File: config.mk
export PLATFORM = sky130hd
export DESIGN_NAME = pong_top
export DESIGN_NICKNAME = d
export VERILOG_FILES = /design/src/source/pong_pkg.sv /design/src/source/paddle_command.sv /design/src/source/paddle_mover.sv /design/src/source/ball_engine.sv /design/src/source/pong_renderer.sv /design/src/source/pong_top.sv
export SDC_FILE = /design/constraint.sdc
export NUM_CORES = 1
export LEC_CHECK = 0
export BUFFER_PORTS_ARGS = -buffer_cell sky130_fd_sc_hd__clkbuf_2
export CELL_PAD_IN_SITES_DETAIL_PLACEMENT = 1
export CELL_PAD_IN_SITES_GLOBAL_PLACEMENT = 2
export CORE_MARGIN = 4
export CORE_UTILIZATION = 33
export CTS_CLUSTER_DIAMETER = 150
export DETAILED_ROUTE_END_ITERATION = 12
export GPL_ROUTABILITY_DRIVEN = 1
export HOLD_SLACK_MARGIN = 0.08
export PLACE_DENSITY_LB_ADDON = 0.25
export REMOVE_ABC_BUFFERS = 1
export SLEW_MARGIN = 20
export SYNTH_ARGS = -nofsm -noshare
export SYNTH_HDL_FRONTEND = slang
export SYNTH_SLANG_ARGS = --single-unit
File: constraint.sdc
create_clock -name clk_pix -period 8.6 [get_ports clk_pix]
set_input_delay 0.86 -clock clk_pix [delete_from_list [all_inputs] [get_ports clk_pix]]
set_output_delay 0.86 -clock clk_pix [all_outputs]
set_load 0.03 [all_outputs]
File: src/source/pong_pkg.sv
`default_nettype none

package pong_pkg;

    // --------------------
    // Screen geometry
    // --------------------
    localparam int h_visible      = 640;
    localparam int v_visible      = 480;
    localparam int coord_w        = 10;

    localparam int paddle_w       = 8;
    localparam int paddle_h       = 64;
    localparam int paddle_x_left  = 32;
    localparam int paddle_x_right = 600;    // h_visible - 32 - paddle_w
    localparam int ball_size      = 8;

    // --------------------
    // Game rules
    // --------------------
    localparam int speed_start    = 2;
    localparam int speed_max      = 5;
    localparam int hits_per_step  = 4;      // Paddle hits per speed step
    localparam int win_score      = 5;
    localparam int player_speed   = 4;
    localparam int auto_speed     = 2;      // Right paddle runs at half speed
    localparam int auto_deadband  = 16;

    localparam int paddle_y_home  = 208;    // (480 - 64) / 2
    localparam int ball_x_home    = 316;
    localparam int ball_y_home    = 236;

    typedef logic [coord_w-1:0] coord_t;
    typedef logic [3:0]         score_t;
    typedef logic [2:0]         speed_t;

    typedef struct packed {
        coord_t x;
        coord_t y;
        logic   dir_right;
        logic   dir_down;
    } ball_t;

    typedef struct packed {
        logic up;
        logic down;
    } move_t;

    typedef struct packed {
        coord_t x;
        coord_t y;
        logic   display_en;
    } pixel_t;

    typedef struct packed {
        logic [3:0] r;
        logic [3:0] g;
        logic [3:0] b;
    } rgb_t;

    typedef enum logic {
        gs_play,
        gs_over
    } game_state_e;

endpackage

`default_nettype wire

File: src/source/paddle_command.sv
`timescale 1ns/1ns
`default_nettype none

module paddle_command
    import pong_pkg::*;
#(
    parameter int num_paddles = 2
) (
    input  wire logic                          frame_tick,
    input  wire logic                          btn_u,
    input  wire logic                          btn_d,
    input  game_state_e                        state,
    input  ball_t                              ball,
    input  coord_t                             right_y,
    output move_t       [num_paddles-1:0]      move
);

    logic              active;
    logic [coord_w:0]  ball_c;     // One spare bit so the sums never wrap
    logic [coord_w:0]  pad_c;

    // Moves only count on a game tick
    assign active = frame_tick && (state == gs_play);

    assign ball_c = {1'b0, ball.y} + (coord_w+1)'(ball_size / 2);
    assign pad_c  = {1'b0, right_y} + (coord_w+1)'(paddle_h / 2);

    always_comb begin
        // Player paddle follows the buttons as pressed
        move[0].up   = active && btn_u;
        move[0].down = active && btn_d;

        // Automatic paddle chases the ball centre outside the deadband
        move[1].down = active && (ball_c > pad_c + (coord_w+1)'(auto_deadband));
        move[1].up   = active && (ball_c + (coord_w+1)'(auto_deadband) < pad_c);
    end

endmodule

`default_nettype wire

File: src/source/paddle_mover.sv
`timescale 1ns/1ns
`default_nettype none

module paddle_mover
    import pong_pkg::*;
#(
    parameter int step = 4
) (
    input  wire logic clk_pix,
    input  wire logic reset,
    input  wire logic restart,
    input  move_t     move,
    output coord_t    paddle_y
);

    localparam coord_t y_max  = coord_t'(v_visible - paddle_h);
    localparam coord_t y_home = coord_t'(paddle_y_home);

    always_ff @(posedge clk_pix) begin
        if (reset || restart) begin
            paddle_y <= y_home;                     // Recentre for a new game
        end else if (move.down) begin
            // Down wins when both are pressed
            if (paddle_y <= y_max - coord_t'(step)) begin
                paddle_y <= paddle_y + coord_t'(step);
            end else begin
                paddle_y <= y_max;                  // Clamp at bottom edge
            end
        end else if (move.up) begin
            if (paddle_y >= coord_t'(step)) begin
                paddle_y <= paddle_y - coord_t'(step);
            end else begin
                paddle_y <= '0;
            end
        end
    end

    // Paddle stays fully on screen
    assert property (@(posedge clk_pix) disable iff (reset)
        paddle_y <= y_max);

endmodule

`default_nettype wire

File: src/source/ball_engine.sv
`timescale 1ns/1ns
`default_nettype none

module ball_engine
    import pong_pkg::*;
(
    input  wire logic clk_pix,
    input  wire logic reset,
    input  wire logic frame_tick,
    input  wire logic btn_c,
    input  coord_t    left_y,
    input  coord_t    right_y,
    output ball_t     ball,
    output game_state_e state,
    output logic      restart,
    output score_t    score_left,
    output score_t    score_right
);

    localparam int rally_w = $clog2(hits_per_step);

    localparam ball_t ball_home = '{
        x:         coord_t'(ball_x_home),
        y:         coord_t'(ball_y_home),
        dir_right: 1'b1,
        dir_down:  1'b0
    };

    speed_t             speed_x;
    speed_t             speed_y;
    logic [rally_w-1:0] rally_cnt;
    logic               btn_c_q;

    logic play_tick;
    logic hit_left, hit_right;
    logic miss_left, miss_right;
    logic left_wins, right_wins;
    logic serve;
    logic speed_up;

    // --------------------
    // Events for this tick
    // --------------------
    assign restart   = btn_c && !btn_c_q && (state == gs_over);
    assign play_tick = frame_tick && (state == gs_play);

    assign hit_right = ball.dir_right
        && (ball.x + ball_size >= paddle_x_right) && (ball.x <= paddle_x_right + paddle_w)
        && (ball.y + ball_size >= right_y) && (ball.y <= right_y + paddle_h);
    assign hit_left  = !ball.dir_right
        && (ball.x <= paddle_x_left + paddle_w) && (ball.x + ball_size >= paddle_x_left)
        && (ball.y + ball_size >= left_y) && (ball.y <= left_y + paddle_h);

    assign miss_right = play_tick && ball.dir_right && !hit_right
        && (ball.x >= h_visible - ball_size - speed_x);     // Left side scores
    assign miss_left  = play_tick && !ball.dir_right && !hit_left
        && (ball.x <= speed_x);                             // Right side scores

    assign left_wins  = miss_right && (score_left == score_t'(win_score - 1));
    assign right_wins = miss_left && (score_right == score_t'(win_score - 1));

    // Re-serve after a point unless the point ends the game
    assign serve    = restart || (miss_right && !left_wins) || (miss_left && !right_wins);
    assign speed_up = (rally_cnt == rally_w'(hits_per_step - 1));

    // --------------------
    // Ball and rally
    // --------------------
    always_ff @(posedge clk_pix) begin
        if (reset || serve) begin
            ball      <= ball_home;
            speed_x   <= speed_t'(speed_start);
            speed_y   <= speed_t'(speed_start);
            rally_cnt <= '0;
        end else if (play_tick) begin
            // Vertical motion with wall bounce
            if (ball.dir_down) begin
                if (ball.y >= v_visible - ball_size - speed_y) begin
                    ball.y        <= coord_t'(v_visible - ball_size);
                    ball.dir_down <= 1'b0;
                end else begin
                    ball.y <= ball.y + speed_y;
                end
            end else if (ball.y <= speed_y) begin
                ball.y        <= '0;
                ball.dir_down <= 1'b1;
            end else begin
                ball.y <= ball.y - speed_y;
            end

            if (hit_right || hit_left) begin
                ball.dir_right <= hit_left;
                ball.x <= hit_left ? coord_t'(paddle_x_left + paddle_w)
                                   : coord_t'(paddle_x_right - ball_size);
                rally_cnt <= speed_up ? '0 : rally_cnt + 1'b1;
                if (speed_up && speed_x < speed_max) speed_x <= speed_x + 1'b1;
                if (speed_up && speed_y < speed_max) speed_y <= speed_y + 1'b1;
            end else if (!miss_right && !miss_left) begin
                ball.x <= ball.dir_right ? ball.x + speed_x : ball.x - speed_x;
            end
        end
    end

    // --------------------
    // Scores and game state
    // --------------------
    always_ff @(posedge clk_pix) begin
        if (reset) begin
            btn_c_q     <= 1'b0;
            score_left  <= '0;
            score_right <= '0;
            state       <= gs_play;
        end else begin
            btn_c_q <= btn_c;
            if (restart) begin
                score_left  <= '0;
                score_right <= '0;
                state       <= gs_play;
            end else begin
                if (miss_right) score_left  <= score_left + 1'b1;
                if (miss_left)  score_right <= score_right + 1'b1;
                if (left_wins || right_wins) state <= gs_over;
            end
        end
    end

    assert property (@(posedge clk_pix) disable iff (reset)
        (score_left <= win_score) && (score_right <= win_score));

endmodule

`default_nettype wire

File: src/source/pong_renderer.sv
`timescale 1ns/1ns
`default_nettype none

module pong_renderer
    import pong_pkg::*;
(
    input  wire logic  clk_pix,
    input  wire logic  reset,
    input  pixel_t     pix,
    input  ball_t      ball,
    input  coord_t     left_y,
    input  coord_t     right_y,
    input  game_state_e state,
    output rgb_t       rgb
);

    localparam rgb_t black = '{r: 4'h0, g: 4'h0, b: 4'h0};
    localparam rgb_t gray  = '{r: 4'h4, g: 4'h4, b: 4'h4};
    localparam rgb_t white = '{r: 4'hF, g: 4'hF, b: 4'hF};

    rgb_t colour;

    // True when (px, py) lies inside the w by h box at (x0, y0)
    function automatic logic in_box(input coord_t px, py, x0, y0, input int w, h);
        return (px >= x0) && (px < x0 + w) && (py >= y0) && (py < y0 + h);
    endfunction

    always_comb begin
        colour = black;
        if (pix.display_en && state == gs_play) begin
            if (pix.x == coord_t'(h_visible / 2) && !pix.y[4]) begin
                colour = gray;                              // Dashed centre line
            end
            if (in_box(pix.x, pix.y, coord_t'(paddle_x_left), left_y, paddle_w, paddle_h)
                || in_box(pix.x, pix.y, coord_t'(paddle_x_right), right_y, paddle_w, paddle_h)
                || in_box(pix.x, pix.y, ball.x, ball.y, ball_size, ball_size)) begin
                colour = white;
            end
        end
    end

    always_ff @(posedge clk_pix) begin
        if (reset) begin
            rgb <= black;
        end else begin
            rgb <= colour;
        end
    end

endmodule

`default_nettype wire

File: src/source/pong_top.sv
`timescale 1ns/1ns
`default_nettype none

module pong_top
    import pong_pkg::*;
(
    input  wire logic clk_pix,
    input  wire logic reset,
    input  wire logic frame_tick,
    input  wire logic btn_u,
    input  wire logic btn_d,
    input  wire logic btn_c,
    input  pixel_t    pix,
    output rgb_t      rgb,
    output score_t    score_left,
    output score_t    score_right
);

    localparam int num_paddles = 2;     // Index 0 is the player, 1 the automatic side

    move_t  [num_paddles-1:0] move;
    coord_t [num_paddles-1:0] paddle_y;
    ball_t                    ball;
    game_state_e              state;
    logic                     restart;

    paddle_command #(
        .num_paddles (num_paddles)
    ) u_command (
        .frame_tick (frame_tick),
        .btn_u      (btn_u),
        .btn_d      (btn_d),
        .state      (state),
        .ball       (ball),
        .right_y    (paddle_y[1]),
        .move       (move)
    );

    for (genvar i = 0; i < num_paddles; i++) begin : g_paddle
        paddle_mover #(
            .step (i == 0 ? player_speed : auto_speed)
        ) u_mover (
            .clk_pix  (clk_pix),
            .reset    (reset),
            .restart  (restart),
            .move     (move[i]),
            .paddle_y (paddle_y[i])
        );
    end

    ball_engine u_ball (
        .clk_pix     (clk_pix),
        .reset       (reset),
        .frame_tick  (frame_tick),
        .btn_c       (btn_c),
        .left_y      (paddle_y[0]),
        .right_y     (paddle_y[1]),
        .ball        (ball),
        .state       (state),
        .restart     (restart),
        .score_left  (score_left),
        .score_right (score_right)
    );

    pong_renderer u_renderer (
        .clk_pix (clk_pix),
        .reset   (reset),
        .pix     (pix),
        .ball    (ball),
        .left_y  (paddle_y[0]),
        .right_y (paddle_y[1]),
        .state   (state),
        .rgb     (rgb)
    );

endmodule

`default_nettype wire

==> reports/metrics.csv <==
stage;metric;value;unit
status;outcome;finished clean;
floorplan;dieArea;26100;sq um
flow_run;cap_violations;0;
synthesis;netlist_top_cells_area;ha_1 (26%), dfxtp_1 (15%), a21oi_1 (4.4%);
synthesis;ys_seq_area_frac;0.152;
routing;drc;0;
pwr;leakage;3.69;nW
cells_and_area;area_growth;10.2;%
sta;worstMarginPinSlew;0.835;ns
cells_and_area;final_common_cell;ha_1;
placed_design;place.gp.congestion;0.854;
sta;max_freq;0.247;GHz
routing;wl_per_cell;20.0;um
worst_setup_path;cp-start-kind;flop;
placed_design;dp_hpwl;21200;um
grt;grt_pass1_wl;43100;um
routing;vias;7509;
clock_network;clock_sinks;59;
clock_network;cts.clk_slew.worst_paths;0.06;ns
worst_setup_path;critPathKind;flop to flop;
worst_hold_path;holdPathStages;2;
floorplan;die_y;161;um
sta;setup-tns-final;0;ns
synthesis;synth_top_area_share;0.258;
synthesis;ys_seq_elements;59;
sta;rsz0062_at_grt;false;
worst_setup_path;cp.arrival;4.24;ns
cells_and_area;finalNonFillerCells;1335;
clock_network;holdBufCountCts;0;
cells_and_area;drive_above_1_share;0.0822;
worst_setup_path;crit_path_end_kind;flop;
cells_and_area;antenna_cells;0;
synthesis;netlist_area;7770;sq um
worst_hold_path;hold_path.class;flop to flop;
routing;drt_wl_total;26700;um
sta;period_minus_slack;4.05;ns
sta;setup_viol;0;
cells_and_area;final_cell_mix;ha_1 (160), inv_1 (90), nor2_1 (68);
floorplan;dieWidth;161;um
floorplan;start_util;0.339;
synthesis;synth-main-ff-cell;dfxtp_1;
placed_design;place.port_buffers;46;
clock_network;cts_tree;done;
sta;post-route-period-util;0.470;
floorplan;num_rows;55;
worst_setup_path;r2r-end;u_ball.rally_cnt[0]$_SDFFE_PP0P_;
routing;drt_pass1_iterations;5;
synthesis;synth_edf_count;0;
clock_network;cts-resized-gates;0;
grt;grt_start_max_net_pins;29;
clock_network;postCtsSetupBuffers;0;
routing;drtIter0Drc;426;
grt;track_usage;0.205;
sta;hold_violations;0;
floorplan;coreArea;22900;sq um
worst_setup_path;crit_fanout;21;
grt;grt_pass1_vias;7488;
synthesis;yosys_warnings;0;
synthesis;synth_cell_types;79;
sta;clock_skew;0.0102;ns
grt;gr-total-overflow;0;
worst_setup_path;crit_required;8.80;ns
synthesis;syn_inst;996;
worst_setup_path;r2r_start;u_ball.ball[6]$_SDFFE_PP0P_;
cells_and_area;fin_nets;1208;
floorplan;io_pins;47;
clock_network;h-tree-depth;3;
sta;slew_headroom;0.437;
pwr;powerDensity;166;nW/um^2
grt;antenna_found_initial;1;
synthesis;yosys.area.top_type;ha_1;
synthesis;ys_async_sr_fraction;0;
clock_network;clock_latency;0.35;ns
worst_setup_path;r2r_cells;12;
clock_network;cts_max_path_buffers;2;
routing;antenna_left;0;
synthesis;syn_avg_cell_area;7.80;sq um
clock_network;cts_buffers;9;
routing;viasPerCell;5.62;
worst_hold_path;worst_hold_path.endpoint;u_ball.rally_cnt[1]$_SDFFE_PP0P_;
pwr;irDropWorstVdd;0.0745;mV
worst_setup_path;r2r_slack;4.55;ns
sta;drv_slew;0;
worst_hold_path;worstHoldStart;u_ball.rally_cnt[1]$_SDFFE_PP0P_;
cells_and_area;fillers;2830;
placed_design;place_inst;1319;
clock_network;clock-root-buffer;clkbuf_16;
==> critical path, cell delays in order (launching register included) <==
cell and delay [ns]:
dfxtp_1 0.60, ha_1 0.36, nand3_1 0.15, xnor2_1 0.36, ha_1 0.32, a21o_1 0.18
a21o_1 0.17, a2111oi_0 0.42, o31a_1 0.28, nor3_4 0.08, or2_1 0.26, o221ai_4 0.59
nor2_1 0.12
==> cell usage after synthesis, drive strengths merged (4+ instances only) <==
library cell and instances:
nor4b 4, o2111ai 4, dfxtp 59, xor2 10
nor3 29, o21bai 5, o21a 10, and3 15
nand2b 9, nand3 41, a31oi 20, buf 18
a311oi 7, a211oi 14, and2 6, inv 90
a2111oi 7, nor4 10, nor2 69, ha 160
o311ai 4, a31o 4, or3 5, or4 5
o21ai 59, a21oi 68, a221oi 11, fa 4
o211ai 19, a21o 17, xnor2 35, nor2b 7
nand4 23, o22ai 7, mux2i 6, clkbuf 22
o31ai 7, nand2 66
==> sequential cells by signal, summed over array words and instances (netlist names) <==
signal and cells:
u_ball.btn_c_q 1, u_ball.speed_x 3, u_ball.ball 22, u_ball.score_left 4, u_renderer.rgb 2, g_paddle.u_mover.paddle_y 17
u_ball.score_right 4, u_ball.rally_cnt 2, u_ball.speed_y 3, u_ball.state 1
==> kinds of logic after synthesis <==
kind of cell,synth area share
AO/OA/AOI/OAI,0.253
XOR/XNOR,0.0507
adder cells (fa/ha/maj),0.268
buffers and inverters,0.0709
flip-flops,0.152
multiplexers,0.00918
AND/OR/NAND/NOR,0.196
==> worst max-delay path by stage <==
stage | start | to | slack [ns] | cells past startpoint
2_1_floorplan | g_paddle[1].u_mover.paddle_y[5]$_SDFFE_PP0P_ | g_paddle[1].u_mover.paddle_y[3]$_SDFFE_PP0P_ | 4.96 | 12
3_3_place_gp | u_ball.ball[6]$_SDFFE_PP0P_ | u_ball.ball[14]$_SDFFE_PP1P_ | 4.37 | 12
3_5_place_dp | u_ball.ball[6]$_SDFFE_PP0P_ | u_ball.rally_cnt[0]$_SDFFE_PP0P_ | 4.26 | 12
4_1_cts | u_ball.ball[6]$_SDFFE_PP0P_ | u_ball.rally_cnt[0]$_SDFFE_PP0P_ | 4.25 | 12
5_1_grt | u_ball.ball[9]$_SDFFE_PP1P_ | g_paddle[1].u_mover.paddle_y[3]$_SDFFE_PP0P_ | 4.19 | 15
6_report | u_ball.ball[6]$_SDFFE_PP0P_ | u_ball.rally_cnt[0]$_SDFFE_PP0P_ | 4.55 | 12
==> stage by stage <==
stage | total power [W] | cell area (sq um) | util | worst slack [ns] | hold slack (ns)
floorplan | 0.000796 | 7560 | - | 4.96 | 0.465
global placement | 0.00100 | 8210 | 0.358 | 4.37 | 0.482
detailed placement | 0.00101 | 8220 | 0.359 | 4.26 | 0.500
CTS | 0.00143 | 8540 | 0.373 | 4.25 | 0.514
global route | 0.00154 | 8560 | 0.374 | 4.19 | 0.521
finish | 0.00142 | 8560 | 0.374 | 4.55 | 0.509
==> power breakdown <==
| group | switching, W | total, W | internal (W) |
|---|---|---|---|
| Clock | 0.000143 | 0.000412 | 0.000269 |
| Sequential | 0.0000522 | 0.000346 | 0.000293 |
| Combinational | 0.000406 | 0.000661 | 0.000255 |
==> per-layer routing <==
layer / wire length (um) / GRT usage / share of wire
met5: 0 / 0 / 0
met3: 946 / 0.0240 / 0.035
met2: 11600 / 0.314 / 0.43
met1: 14000 / 0.312 / 0.52
met4: 180 / 0.0322 / 0.0068
==> layout make-up <==
cell class	instances	area [sq um]	area share
Sequential cell	59	1180	0.138
Clock inverter	4	72.6	0.00848
Clock buffer	12	256	0.0300
Timing Repair Buffer	50	260	0.0304
Tap cell	313	392	0.0458
Inverter	91	342	0.0399
Multi-Input combinational cell	806	6060	0.707
(Power assumes the default switching activity.)
